**src/rv_pkg.sv**
```systemverilog
// ####################
// shared types, encodings and constants for the rv32i subset pipeline
// import with rv_pkg::* in each module header
// ####################
`default_nettype none

package rv_pkg;

  typedef logic [31:0] word_t;    // data, address or instruction
  typedef logic [4:0]  reg_idx_t; // architectural register index

  // major opcodes kept by this core
  typedef enum logic [6:0] {
    op_load   = 7'b0000011,
    op_imm    = 7'b0010011,
    op_store  = 7'b0100011,
    op_reg    = 7'b0110011,
    op_system = 7'b1110011
  } opcode_e;

  typedef enum logic [3:0] {
    alu_add       = 4'd0,
    alu_sub       = 4'd1,
    alu_and       = 4'd2,
    alu_or        = 4'd3,
    alu_xor       = 4'd4,
    alu_sll       = 4'd5,
    alu_srl       = 4'd6,
    alu_pass_zero = 4'd7  // ecall and bubbles
  } alu_fn_e;

  // operand source picked by forwarding in execute
  typedef enum logic [1:0] {
    fwd_reg   = 2'd0,
    fwd_wb    = 2'd1,
    fwd_exmem = 2'd2,
    fwd_hist  = 2'd3
  } fwd_sel_e;

  typedef enum logic [1:0] {
    run    = 2'd0,
    drain  = 2'd1,
    halted = 2'd2
  } halt_state_e;

  localparam reg_idx_t ecall_reg = 5'd17; // a7 holds the ecall code
  localparam word_t    halt_code = 32'd10;

endpackage

`default_nettype wire

```
**src/rv_intf.sv**
```systemverilog
// ####################
// decoded instruction from the decode/execute register into execute
// ####################
`timescale 1ns/1ps
`default_nettype none

interface dec_ex_if
  import rv_pkg::*;
();

  reg_idx_t rs1;
  reg_idx_t rs2;
  reg_idx_t rd;
  word_t    rs1_val;
  word_t    rs2_val;
  word_t    imm;
  alu_fn_e  alu_fn;
  logic     use_imm;   // second ALU operand is imm
  logic     mem_read;
  logic     mem_write;
  logic     reg_write;
  logic     is_ecall;  // all control bits low means bubble

  modport dec (
    output rs1, rs2, rd, rs1_val, rs2_val, imm, alu_fn,
    output use_imm, mem_read, mem_write, reg_write, is_ecall
  );

  modport ex (
    input rs1, rs2, rd, rs1_val, rs2_val, imm, alu_fn,
    input use_imm, mem_read, mem_write, reg_write, is_ecall
  );

endinterface

`default_nettype wire

```
**src/fetch_stage.sv**
```systemverilog
// ####################
// program counter and fetch/decode register, both held on stall
// ####################
`timescale 1ns/1ps
`default_nettype none

module fetch_stage
  import rv_pkg::*;
#(
  parameter word_t reset_pc = '0
) (
  input  logic  clk,
  input  logic  reset,
  input  logic  stall,
  output word_t imem_addr,
  input  word_t imem_rdata,
  output word_t inst
);

  word_t pc;

  assign imem_addr = pc;

  always_ff @(posedge clk) begin
    if (reset) begin
      pc   <= reset_pc;
      inst <= '0;  // opcode 0 decodes as a bubble
    end else if (!stall) begin
      pc   <= pc + 32'd4;
      inst <= imem_rdata;
    end
  end

endmodule

`default_nettype wire

```
**src/decode_stage.sv**
```systemverilog
// ####################
// control decode, immediates, register file and load-use / halt stall
// drives the decode/execute register through dec_ex_if.dec
// ####################
`timescale 1ns/1ps
`default_nettype none

module decode_stage
  import rv_pkg::*;
(
  input  logic     clk,
  input  logic     reset,
  input  word_t    inst,
  input  logic     freeze,
  input  reg_idx_t exmem_rd,
  input  reg_idx_t wb_rd,
  input  logic     wb_write,
  input  word_t    wb_data,
  output logic     stall,
  dec_ex_if.dec    dx
);

  word_t      regs [32];
  logic [6:0] opcode;
  logic [2:0] funct3;
  logic [6:0] funct7;
  reg_idx_t   rs1;
  reg_idx_t   rs2;
  word_t      imm;
  alu_fn_e    alu_fn;
  logic       use_imm;
  logic       mem_read;
  logic       mem_write;
  logic       reg_write;
  logic       is_ecall;
  logic       uses_rs2;
  logic       load_use;

  assign opcode = inst[6:0];
  assign funct3 = inst[14:12];
  assign funct7 = inst[31:25];

  always_comb begin
    alu_fn    = alu_pass_zero;
    use_imm   = 1'b0;
    mem_read  = 1'b0;
    mem_write = 1'b0;
    reg_write = 1'b0;
    is_ecall  = 1'b0;
    uses_rs2  = 1'b0;
    case (opcode)
      op_reg: begin
        uses_rs2  = 1'b1;
        reg_write = (funct7 == 7'b0000000) || (funct7 == 7'b0100000 && funct3 == 3'b000);
        case (funct3)
          3'b000: begin
            if (funct7[5]) alu_fn = alu_sub;
            else alu_fn = alu_add;
          end
          3'b001:  alu_fn = alu_sll;
          3'b100:  alu_fn = alu_xor;
          3'b101:  alu_fn = alu_srl;
          3'b110:  alu_fn = alu_or;
          3'b111:  alu_fn = alu_and;
          default: reg_write = 1'b0;  // slt family not kept
        endcase
      end
      op_imm: begin
        use_imm   = 1'b1;
        reg_write = 1'b1;
        case (funct3)
          3'b000: alu_fn = alu_add;
          3'b100: alu_fn = alu_xor;
          3'b110: alu_fn = alu_or;
          3'b111: alu_fn = alu_and;
          3'b001: begin
            alu_fn    = alu_sll;
            reg_write = (funct7 == 7'b0000000);
          end
          3'b101: begin
            alu_fn    = alu_srl;
            reg_write = (funct7 == 7'b0000000);  // srai dropped
          end
          default: reg_write = 1'b0;
        endcase
      end
      op_load: begin
        if (funct3 == 3'b010) begin  // lw only
          alu_fn    = alu_add;
          use_imm   = 1'b1;
          mem_read  = 1'b1;
          reg_write = 1'b1;
        end
      end
      op_store: begin
        if (funct3 == 3'b010) begin  // sw only
          alu_fn    = alu_add;
          use_imm   = 1'b1;
          mem_write = 1'b1;
          uses_rs2  = 1'b1;
        end
      end
      op_system: is_ecall = (inst[31:7] == '0);
      default: ;
    endcase
  end

  // S format for stores, I format for everything else
  assign imm = (opcode == op_store) ? {{20{inst[31]}}, inst[31:25], inst[11:7]}
                                    : {{20{inst[31]}}, inst[31:20]};

  assign rs1 = is_ecall ? ecall_reg : inst[19:15];
  assign rs2 = inst[24:20];

  // load sitting in execute, seen through our own register
  assign load_use = dx.mem_read && (dx.rd != '0) &&
                    ((dx.rd == rs1) || (uses_rs2 && dx.rd == rs2));
  assign stall = freeze || load_use;

  // write at the edge, read sees the old value in the same cycle
  always_ff @(posedge clk) begin
    if (wb_write && wb_rd != '0) regs[wb_rd] <= wb_data;
  end

  always_ff @(posedge clk) begin
    if (reset || stall) begin
      dx.use_imm   <= 1'b0;
      dx.mem_read  <= 1'b0;
      dx.mem_write <= 1'b0;
      dx.reg_write <= 1'b0;
      dx.is_ecall  <= 1'b0;
      dx.alu_fn    <= alu_pass_zero;
    end else begin
      dx.use_imm   <= use_imm;
      dx.mem_read  <= mem_read;
      dx.mem_write <= mem_write;
      dx.reg_write <= reg_write;
      dx.is_ecall  <= is_ecall;
      dx.alu_fn    <= alu_fn;
    end
  end

  always_ff @(posedge clk) begin
    dx.rs1     <= rs1;
    dx.rs2     <= rs2;
    dx.rd      <= inst[11:7];
    dx.rs1_val <= (rs1 == '0) ? '0 : regs[rs1];
    dx.rs2_val <= (rs2 == '0) ? '0 : regs[rs2];
    dx.imm     <= imm;
  end

endmodule

`default_nettype wire

```
**src/execute_stage.sv**
```systemverilog
// ####################
// operand forwarding, ALU and the execute/memory register
// data memory strobes come straight from that register
// ####################
`timescale 1ns/1ps
`default_nettype none

module execute_stage
  import rv_pkg::*;
(
  input  logic     clk,
  input  logic     reset,
  dec_ex_if.ex     dx,
  input  reg_idx_t wb_rd,
  input  logic     wb_write,
  input  word_t    wb_data,
  input  reg_idx_t hist_rd,
  input  logic     hist_write,
  input  word_t    hist_data,
  output word_t    ecall_x17,
  output logic     is_ecall,
  output reg_idx_t exmem_rd,
  output logic     exmem_write,
  output logic     exmem_load,
  output word_t    dmem_addr,
  output word_t    dmem_wdata,
  output logic     dmem_read,
  output logic     dmem_write
);

  fwd_sel_e sel_a;
  fwd_sel_e sel_b;
  word_t    op_a;
  word_t    rs2_fwd;
  word_t    op_b;
  word_t    alu_out;
  word_t    result_q;
  word_t    wdata_q;
  logic     load_q;
  logic     store_q;

  // youngest writer wins
  function automatic fwd_sel_e pick_src(input reg_idx_t rs);
    if (rs == '0) return fwd_reg;
    if (exmem_write && exmem_rd == rs) return fwd_exmem;
    if (wb_write && wb_rd == rs) return fwd_wb;
    if (hist_write && hist_rd == rs) return fwd_hist;
    return fwd_reg;
  endfunction

  function automatic word_t fwd_value(input fwd_sel_e sel, input word_t reg_val);
    case (sel)
      fwd_exmem: return result_q;
      fwd_wb:    return wb_data;
      fwd_hist:  return hist_data;
      default:   return reg_val;
    endcase
  endfunction

  always_comb begin
    sel_a   = pick_src(dx.rs1);
    sel_b   = pick_src(dx.rs2);
    op_a    = fwd_value(sel_a, dx.rs1_val);
    rs2_fwd = fwd_value(sel_b, dx.rs2_val);
    op_b    = dx.use_imm ? dx.imm : rs2_fwd;
  end

  always_comb begin
    case (dx.alu_fn)
      alu_add: alu_out = op_a + op_b;
      alu_sub: alu_out = op_a - op_b;
      alu_and: alu_out = op_a & op_b;
      alu_or:  alu_out = op_a | op_b;
      alu_xor: alu_out = op_a ^ op_b;
      alu_sll: alu_out = op_a << op_b[4:0];  // low five bits only
      alu_srl: alu_out = op_a >> op_b[4:0];
      default: alu_out = '0;
    endcase
  end

  // rs1 of an ecall is x17
  assign ecall_x17 = op_a;
  assign is_ecall  = dx.is_ecall;

  always_ff @(posedge clk) begin
    if (reset) begin
      exmem_write <= 1'b0;
      load_q      <= 1'b0;
      store_q     <= 1'b0;
    end else begin
      exmem_write <= dx.reg_write;
      load_q      <= dx.mem_read;
      store_q     <= dx.mem_write;
    end
  end

  always_ff @(posedge clk) begin
    exmem_rd <= dx.rd;
    result_q <= alu_out;
    wdata_q  <= rs2_fwd;  // store data after forwarding
  end

  assign exmem_load = load_q;
  assign dmem_read  = load_q;
  assign dmem_write = store_q;
  assign dmem_addr  = result_q;
  assign dmem_wdata = wdata_q;

endmodule

`default_nettype wire

```
**src/mem_wb_stage.sv**
```systemverilog
// ####################
// memory/writeback register, writeback mux and one-entry history
// ####################
`timescale 1ns/1ps
`default_nettype none

module mem_wb_stage
  import rv_pkg::*;
(
  input  logic     clk,
  input  logic     reset,
  input  reg_idx_t exmem_rd,
  input  logic     exmem_write,
  input  logic     exmem_load,
  input  word_t    exmem_result,
  input  word_t    dmem_rdata,
  output reg_idx_t wb_rd,
  output logic     wb_write,
  output word_t    wb_data,
  output reg_idx_t hist_rd,
  output logic     hist_write,
  output word_t    hist_data
);

  logic  load_q;
  word_t result_q;
  word_t rdata_q;

  always_ff @(posedge clk) begin
    if (reset) begin
      wb_write   <= 1'b0;
      load_q     <= 1'b0;
      hist_write <= 1'b0;
    end else begin
      wb_write   <= exmem_write;
      load_q     <= exmem_load;
      hist_write <= wb_write;  // last cycle's writeback
    end
  end

  always_ff @(posedge clk) begin
    wb_rd     <= exmem_rd;
    result_q  <= exmem_result;
    rdata_q   <= dmem_rdata;
    hist_rd   <= wb_rd;
    hist_data <= wb_data;
  end

  assign wb_data = load_q ? rdata_q : result_q;

endmodule

`default_nettype wire

```
**src/halt_unit.sv**
```systemverilog
// ####################
// halting ecall detect, then drain_cycles edges before halted rises
// ####################
`timescale 1ns/1ps
`default_nettype none

module halt_unit
  import rv_pkg::*;
#(
  parameter int unsigned drain_cycles = 2
) (
  input  logic  clk,
  input  logic  reset,
  input  logic  is_ecall,
  input  word_t ecall_x17,
  output logic  freeze,
  output logic  halted
);

  localparam int cnt_w = (drain_cycles > 1) ? $clog2(drain_cycles) : 1;
  localparam logic [cnt_w-1:0] cnt_last = cnt_w'(drain_cycles - 1);

  halt_state_e      state;
  logic [cnt_w-1:0] cnt;
  logic             halt_hit;

  assign halt_hit = is_ecall && (ecall_x17 == halt_code);
  assign freeze   = (state != run) || halt_hit;  // same cycle as the ecall in execute
  assign halted   = (state == rv_pkg::halted);

  always_ff @(posedge clk) begin
    if (reset) begin
      state <= run;
      cnt   <= '0;
    end else begin
      case (state)
        run: begin
          if (halt_hit) state <= drain;
          cnt <= '0;
        end
        drain: begin
          if (cnt == cnt_last) state <= rv_pkg::halted;
          else cnt <= cnt + 1'b1;
        end
        default: state <= rv_pkg::halted;  // sticky until reset
      endcase
    end
  end

endmodule

`default_nettype wire

```
**src/rv_core.sv**
```systemverilog
// ####################
// five-stage rv32i subset core, instruction and data memories outside
// ####################
`timescale 1ns/1ps
`default_nettype none

module rv_core
  import rv_pkg::*;
#(
  parameter word_t       reset_pc     = '0,
  parameter int unsigned drain_cycles = 2
) (
  input  logic  clk,
  input  logic  reset,
  output word_t imem_addr,
  input  word_t imem_rdata,
  output word_t dmem_addr,
  output word_t dmem_wdata,
  output logic  dmem_read,
  output logic  dmem_write,
  input  word_t dmem_rdata,
  output logic  halted
);

  word_t    inst;
  logic     stall;
  logic     freeze;
  word_t    ecall_x17;
  logic     is_ecall;
  reg_idx_t exmem_rd;
  logic     exmem_write;
  logic     exmem_load;
  reg_idx_t wb_rd;
  logic     wb_write;
  word_t    wb_data;
  reg_idx_t hist_rd;
  logic     hist_write;
  word_t    hist_data;

  dec_ex_if dec_ex ();

  // stall already includes freeze
  fetch_stage #(
    .reset_pc(reset_pc)
  ) fetch0 (
    .clk        (clk),
    .reset      (reset),
    .stall      (stall),
    .imem_addr  (imem_addr),
    .imem_rdata (imem_rdata),
    .inst       (inst)
  );

  decode_stage decode0 (
    .clk      (clk),
    .reset    (reset),
    .inst     (inst),
    .freeze   (freeze),
    .exmem_rd (exmem_rd),
    .wb_rd    (wb_rd),
    .wb_write (wb_write),
    .wb_data  (wb_data),
    .stall    (stall),
    .dx       (dec_ex.dec)
  );

  execute_stage execute0 (
    .clk         (clk),
    .reset       (reset),
    .dx          (dec_ex.ex),
    .wb_rd       (wb_rd),
    .wb_write    (wb_write),
    .wb_data     (wb_data),
    .hist_rd     (hist_rd),
    .hist_write  (hist_write),
    .hist_data   (hist_data),
    .ecall_x17   (ecall_x17),
    .is_ecall    (is_ecall),
    .exmem_rd    (exmem_rd),
    .exmem_write (exmem_write),
    .exmem_load  (exmem_load),
    .dmem_addr   (dmem_addr),
    .dmem_wdata  (dmem_wdata),
    .dmem_read   (dmem_read),
    .dmem_write  (dmem_write)
  );

  mem_wb_stage mem_wb0 (
    .clk          (clk),
    .reset        (reset),
    .exmem_rd     (exmem_rd),
    .exmem_write  (exmem_write),
    .exmem_load   (exmem_load),
    .exmem_result (dmem_addr),  // ALU result doubles as the address
    .dmem_rdata   (dmem_rdata),
    .wb_rd        (wb_rd),
    .wb_write     (wb_write),
    .wb_data      (wb_data),
    .hist_rd      (hist_rd),
    .hist_write   (hist_write),
    .hist_data    (hist_data)
  );

  halt_unit #(
    .drain_cycles(drain_cycles)
  ) halt0 (
    .clk       (clk),
    .reset     (reset),
    .is_ecall  (is_ecall),
    .ecall_x17 (ecall_x17),
    .freeze    (freeze),
    .halted    (halted)
  );

endmodule

`default_nettype wire

```
**config.mk**
```make
export PLATFORM = sky130hd
export DESIGN_NAME = rv_core
export DESIGN_NICKNAME = d
export VERILOG_FILES = /design/src/rv_pkg.sv /design/src/rv_intf.sv /design/src/fetch_stage.sv /design/src/decode_stage.sv /design/src/execute_stage.sv /design/src/mem_wb_stage.sv /design/src/halt_unit.sv /design/src/rv_core.sv
export SDC_FILE = /design/constraint.sdc
export NUM_CORES = 2
export LEC_CHECK = 0
export CORE_UTILIZATION = 60
export CTS_CLUSTER_SIZE = 20
export DETAILED_ROUTE_END_ITERATION = 10
export DONT_BUFFER_PORTS = 1
export PLACE_DENSITY = 0.76
export SLEW_MARGIN = 20
export SYNTH_ARGS = -nofsm -noshare
export SYNTH_HDL_FRONTEND = slang
export SYNTH_SLANG_ARGS = --single-unit
```
**constraint.sdc**
```tcl
create_clock -name clk -period 11.22 [get_ports clk]
set_input_delay 1.683 -clock clk [delete_from_list [all_inputs] [get_ports clk]]
set_output_delay 1.683 -clock clk [all_outputs]
set_load 0.01 [all_outputs]
```
* After elaboration in Yosys (flattened, before gate mapping)
Memory sizes are Yosys's and may differ from the RTL's. A register that Yosys moved wholly into a read port is not among the register bits. Cells that the tools add are included.
Cells by class: add/subtract/negate cells 4, equal/unequal tests 37, shift-type cells 2, mux-type cells 62, bitwise gates (word level) 5, reductions and logical operators 37
Operators with widths (count):
- 32-bit case mux with 7 select lines | 1
- 32-bit case mux with 3 select lines | 2
- 32-bit 2-to-1 mux | 2
- 5-bit equality test | 8
- 2-bit 2-to-1 mux | 18
- 32-bit by 3-bit adder with 32-bit output, second input constant | 1
- 32-bit adder | 1
- 32-bit bitwise AND | 1
- 32-bit by 4-bit equality test with 1-bit output, second input constant | 1
- 32-bit bitwise OR | 1
- 32-bit by 5-bit << shifter with 32-bit output | 1
- 32-bit by 5-bit >> shifter with 32-bit output | 1
- 32-bit subtractor | 1
- 32-bit bitwise XOR | 1
- 1-bit 2-to-1 mux | 27
- 25-bit logical NOT | 1
- 4-bit case mux with 6 select lines | 1
- 7-bit by 6-bit equality test with 1-bit output, second input constant | 3
- 5-bit logical NOT | 4
- 3-bit case mux with 6 select lines | 1
- 3-bit equality test, second input constant | 4
- 4-bit by 3-bit equality test with 1-bit output, second input constant | 3
- 1-bit logical AND | 12
- 4-bit case mux with 3 select lines | 1
- 28 further kinds | 50
Word-level totals: flip-flop bits (word level) 284, RAM bits 1024, input port bits 66, output and inout port bits 99, logic and storage cells 176, memories kept 1
Memory list:
- decode0.regs | words 32, width 32, rd ports 2, clocked after memory_dff 2, wr ports 1, line decode_stage.sv:23 | word_t regs [32];

* Longest topological paths before layout
depth in word-level cells 21, depth in mapped cells 29

* Hierarchy
Synthesis repeated with hierarchy kept, for this count alone.
Unflattened totals: cells, all modules 5110, area, all modules 67678.7 um2
By module, submodules not included:
- decode_stage | times used 1, cells an instance 3075, area each 50113.1 um2, seq. area each 32731.4 um2
- execute_stage | times used 1, cells an instance 1595, area each 12055.3 um2, seq. area each 1441.4 um2
- mem_wb_stage | times used 1, cells an instance 148, area each 2745.1 um2, seq. area each 2182.1 um2
- fetch_stage | times used 1, cells an instance 267, area each 2548.7 um2, seq. area each 1241.2 um2
- halt_unit | times used 1, cells an instance 25, area each 216.5 um2, seq. area each 60.1 um2

* Worst setup path before layout
Ideal clock, no wire load.
path kind flip-flop to flip-flop, from register mem_wb0.load_q, to register execute0.result_q[31], in the netlist execute0.dmem_addr[31], data arrival time 6.428 ns, required time 11.098 ns, path slack 4.670 ns, cell stages (with the launch flop) 26, buffers on the path 4, period minus slack after synthesis 6.550 ns, cell sequence dfxtp_1 > buf_1 > buf_1 > mux2i_1 > inv_1 > o32ai_1 > o21ai_1 > o311ai_4 > clkbuf_1 > clkbuf_1 > ha_1 > nand3_1 > nor4_1 > a31oi_1 > nor3_1 > xnor2_1 > ha_1 > a21oi_1 > nand2_1 > o21ai_0 > o21ai_0 > a311o_1 > a21o_1 > a21oi_1 > xnor3_1 > a221o_1
On the way: longest elaborated chain between the ends 5, elaborated cells between the ends (all ways) 12
RTL lines:
- start, declared | line mem_wb_stage.sv:25 | logic load_q;
- start signal, assigned | line mem_wb_stage.sv:36 | load_q <= exmem_load;
- 32-bit 2-to-1 mux * | line mem_wb_stage.sv:49 | assign wb_data = load_q ? rdata_q : result_q;
- net decode0.wb_data[1] | line decode_stage.sv:18 | input word_t wb_data,
- 32-bit case mux with 3 select lines | line execute_stage.sv:52 | case (sel)
- 32-bit 2-to-1 mux | line execute_stage.sv:65 | op_b = dx.use_imm ? dx.imm : rs2_fwd;
- 32-bit subtractor (tied with other cells) | line execute_stage.sv:71 | alu_sub: alu_out = op_a - op_b;
- 32-bit case mux with 7 select lines * | line execute_stage.sv:69 | case (dx.alu_fn)
- net execute0.alu_out[31] | line execute_stage.sv:36 | word_t alu_out;
- end signal, assigned | line execute_stage.sv:99 | result_q <= alu_out;
- end, declared | line execute_stage.sv:37 | word_t result_q;
Mark *: on every way through the listed nets, which the timed path passes. The rest lies on a longest branch. A chain may end at the register's enable or synchronous reset.

* Final worst setup path
from register mem_wb0.wb_rd[3], to register execute0.result_q[31], in the netlist execute0.dmem_addr[31]
On the way: longest elaborated chain between the ends 13, elaborated cells between the ends (all ways) 39
RTL lines:
- start, declared | line mem_wb_stage.sv:17 | output reg_idx_t wb_rd,
- start signal, assigned | line mem_wb_stage.sv:42 | wb_rd <= exmem_rd;
- 5-bit equality test | line execute_stage.sv:46 | if (wb_write && wb_rd == rs) return fwd_wb;
- 1-bit logical AND | line execute_stage.sv:46
- 2-bit 2-to-1 mux or 1-bit 2-to-1 mux (tied branches) | line execute_stage.sv:46
- 2-bit 2-to-1 mux or 1-bit 2-to-1 mux (tied branches) | line execute_stage.sv:47, execute_stage.sv:46
- 2-bit 2-to-1 mux or 1-bit 2-to-1 mux (tied branches) | line execute_stage.sv:48, execute_stage.sv:45
- 2-bit 2-to-1 mux | line execute_stage.sv:47 | if (hist_write && hist_rd == rs) return fwd_hist;
- 2-bit 2-to-1 mux | line execute_stage.sv:46
- 2-bit 2-to-1 mux | line execute_stage.sv:45 | if (exmem_write && exmem_rd == rs) return fwd_exmem;
- 2-bit equality test or 2-bit by 1-bit equality test with 1-bit output (tied branches) | line execute_stage.sv:52
- 32-bit case mux with 3 select lines | line execute_stage.sv:52
- 32-bit 2-to-1 mux | line execute_stage.sv:65
- 32-bit subtractor (tied with other cells) | line execute_stage.sv:71
- 32-bit case mux with 7 select lines * | line execute_stage.sv:69
- net execute0.alu_out[31] | line execute_stage.sv:36
Mark *: on every way through the listed nets, which the timed path passes. The rest lies on a longest branch. The select of a mux whose other input is x is not followed.

==> results.yml <==
status:
  status: "complete, no violations"
sta:
  slew_viol_final: 0
  rsz0062_at_grt: "no"
  tightestPinTransition_ns: 1.12
  hold_viol_final: 0
  setup_viol: 0
  max_freq_ghz: 0.124
  min_period_ns: 8.09
  tns_ns: 0
  post-route-period-util_pct: 72.1
  slew-limit-headroom_pct: 25.3
  holdWs_ns: 0.388
  fin_worst_skew_ns: 0.0380
final_layout:
  layout_common_cells: "1024 x edfxtp_1, 406 x mux2i_1, 384 x mux4_2"
  register_area_sq_um: 37700
  fillCellCount: 7839
  multi_input_area_sq_um: 28500
  drive_above_1_share_pct: 17.4
  final_common_cell: "edfxtp_1"
  fin_nets: 5028
  design_area_sq_um: 73900
  area_growth_pct: 9.04
setup_path:
  crit_chain: "xnor2_1, and4_1, a22oi_2, a21oi_2, buf_4, o311ai_4, buf_4, ha_1, nand3_1, nor4_1, a31oi_1, xnor2_1, ha_1, a21oi_1, o21ai_0, a21oi_1, o21ai_0, a311o_1, a21o_1, a21oi_1, xnor3_1, a221o_1"
  crit_slowest_cell: "a22oi_2"
  cp-end-kind: "register"
  startpoint_type: "register"
  critical-path-max-stage-delay_ns: 0.74
  path_class: "reg2reg"
  crit_fanout: 54
  path_common_cell: "a21oi_1"
  crit_required_ns: 11.88
  cp.arrival_ns: 8.74
pwr:
  p_sw_share_pct: 25.2
  intPower_mw: 8.55
  ir_drop_mv: 0.142
  p_leak_nw: 23.7
  p_per_area_nw_per_um2: 155
  p_sw_mw: 2.88
  power_frac_clock_pct: 40.5
  comb_power_share_pct: 10.9
  p_seq_share_pct: 48.5
floorplan:
  die_h_microns: 338
  start_util_pct: 60.9
  fp.dieArea_sq_um: 114000
  rows: 122
  core_area_sq_um: 111000
  io_pins: 165
  die_x_microns: 338
detailed_routing:
  drt_wl_total_mm: 230
  wire_per_inst_microns: 35.5
  num_vias: 48400
  drt-initial-drc-count: 7582
  route.detailed.drc: 0
  ant_nets: 0
  drt-pass1-iter-count: 7
  vias_per_cell: 7.49
placement:
  numPortBuffers: 0
  gp_congestion: 1.02
  placed_area_sq_um: 69400
  hpwl_mm: 142
global_routing:
  grt_pass1_wl_mm: 330
  grtUsageTotal_pct: 39.9
  grt.overflow.total: 0
  antenna_found_initial: 10
  grt_pass1_vias: 46900
  grt_max_degree: 147
yosys:
  synth-edff-count: 1024
  synth_top_cell_area_share_pct: 45.3
  seq_area_frac_synth_pct: 55.5
  synth_warnings: 0
  yosys.area.top_type: "edfxtp_1"
  async_reset_ff_share_pct: 0
  syn-cell-area_sq_um: 67800
  synth.avg_cell_area_sq_um: 13.6
  ys.flop_type: "edfxtp_1"
  synthTopCellsByArea: "edfxtp_1 45%, mux4_2 13%, dfxtp_1 10%"
  ys_seq_elements: 1369
  yosysUniqueCellTypes: 102
  synth_cells: 4982
clock_network:
  path_clk_slew_ns: 0.07
  cts_resized: 0
  cts_sinks: 1369
  clk_path_buf_depth: 3
  clockRootBuffer: "clkbuf_16"
  tritoncts: "done"
  clock_latency_ns: 0.79
  h-tree-depth: 4
  cts_hold_buf: 0
  cts_buffers: 141
  cts_setup_buffers: 0
run:
  maxCapViolations: 0
hold_path:
  hp-class: "reg2reg"
==> power by group through the flow <==
| stage | logic [mW] | clock network, mW | registers (mW) |
|---|---|---|---|
| detailed placement | 1.21 | 0 | 5.65 |
| global placement | 1.21 | 0 | 5.65 |
| floorplan | 0.885 | 0 | 5.58 |
| global route | 1.32 | 4.86 | 5.55 |
| CTS | 1.22 | 4.66 | 5.54 |
| finish | 1.25 | 4.63 | 5.55 |
==> critical path: cells and delay by family, from the launching register on <==
family | cells | cell delay (ns)
flops | 1 | 0.69
simple gates | 3 | 1.16
compound gates | 12 | 3.59
fa+ha+maj | 2 | 0.71
buf+inv | 2 | 0.88
xor+xnor | 3 | 0.89
==> logic make-up (layout without fill, tap and decap cells) <==
kind of cell | after synthesis | after routing | share of synthesized area [%]
other cells | 1 | 39 | 0.00553
xor+xnor | 98 | 98 | 1.29
mux | 849 | 849 | 19.7
buf+inv | 523 | 480 | 3.06
compound gates | 1230 | 1230 | 12.8
simple gates | 812 | 812 | 5.76
flops | 1369 | 1369 | 55.5
fa+ha+maj | 100 | 100 | 1.86
==> per-stage QoR <==
stage / worst slack [ns] / utilization (%) / cells / power [mW]
6_report: 3.13 / 66.4 / 6465 / 11.4
3_3_place_gp: 3.53 / 62.3 / 6207 / 6.86
4_1_cts: 3.37 / 66.3 / 6460 / 11.4
3_5_place_dp: 3.40 / 62.3 / 6207 / 6.86
5_1_grt: 2.74 / 66.3 / 6461 / 11.7
2_1_floorplan: 4.67 / - / 5015 / 6.47
==> routing by layer <==
metal | part of all wire (%) | track usage, % | up-vias
li1 | - | - | 19800
met1 | 36 | 54.8 | 24100
met2 | 44 | 59.0 | 3790
met3 | 14 | 10.2 | 729
met4 | 6.0 | 20.6 | 8
met5 | 0.026 | 0 | -
==> cell type report <==
cell class              count  share of cell area [%]
well taps                1488                    2.52
flip-flops and latches   1369                    51.0
clock buffers             194                    5.28
repair buffers            117                    1.27
clock inverters            59                   0.853
diodes                      5                  0.0169
multi-input cells        3123                    38.5
inverters                 110                   0.562
==> path summary, 6_finish.rpt <==
check        depth (start not counted)                endpoint        startpoint  slack [ns]
max reg2reg                         22  execute0.dmem_addr[31]  mem_wb0.wb_rd[3]        3.13
min reg2reg                          0       decode0.dx.imm[9]   fetch0.inst[29]        0.39
min                                  0       decode0.dx.imm[9]   fetch0.inst[29]        0.39
max                                 22  execute0.dmem_addr[31]  mem_wb0.wb_rd[3]        3.13
==> cells in the mapped netlist, types with 43 or more instances <==
master / instances
mux4_2: 384
mux2_2: 58
a21oi_1: 178
buf_1: 72
clkbuf_1: 304
a31oi_1: 46
nand3_1: 63
nor2_1: 269
inv_1: 104
mux2i_1: 406
o21ai_0: 331
dfxtp_1: 345
ha_1: 99
nand2_1: 207
o221ai_1: 259
edfxtp_1: 1024
or3_1: 43
xnor2_1: 68
==> flip-flops by register name, summed over array words and instances (netlist names), 2 cells and up <==
signal / flops
mem_wb0.hist_rd: 5
decode0.dx.imm: 12
execute0.dmem_addr: 32
decode0.dx.rs1_val: 32
mem_wb0.result_q: 32
decode0.dx.rs2: 5
halt0.state: 2
fetch0.imem_addr: 30
execute0.dmem_wdata: 32
mem_wb0.rdata_q: 32
fetch0.inst: 32
mem_wb0.wb_rd: 5
execute0.exmem_rd: 5
decode0.dx.rd: 5
mem_wb0.hist_data: 32
decode0.regs: 1024
decode0.dx.alu_fn: 3
decode0.dx.rs1: 5
decode0.dx.rs2_val: 32
Note: power is estimated with default switching activity, not from simulation.
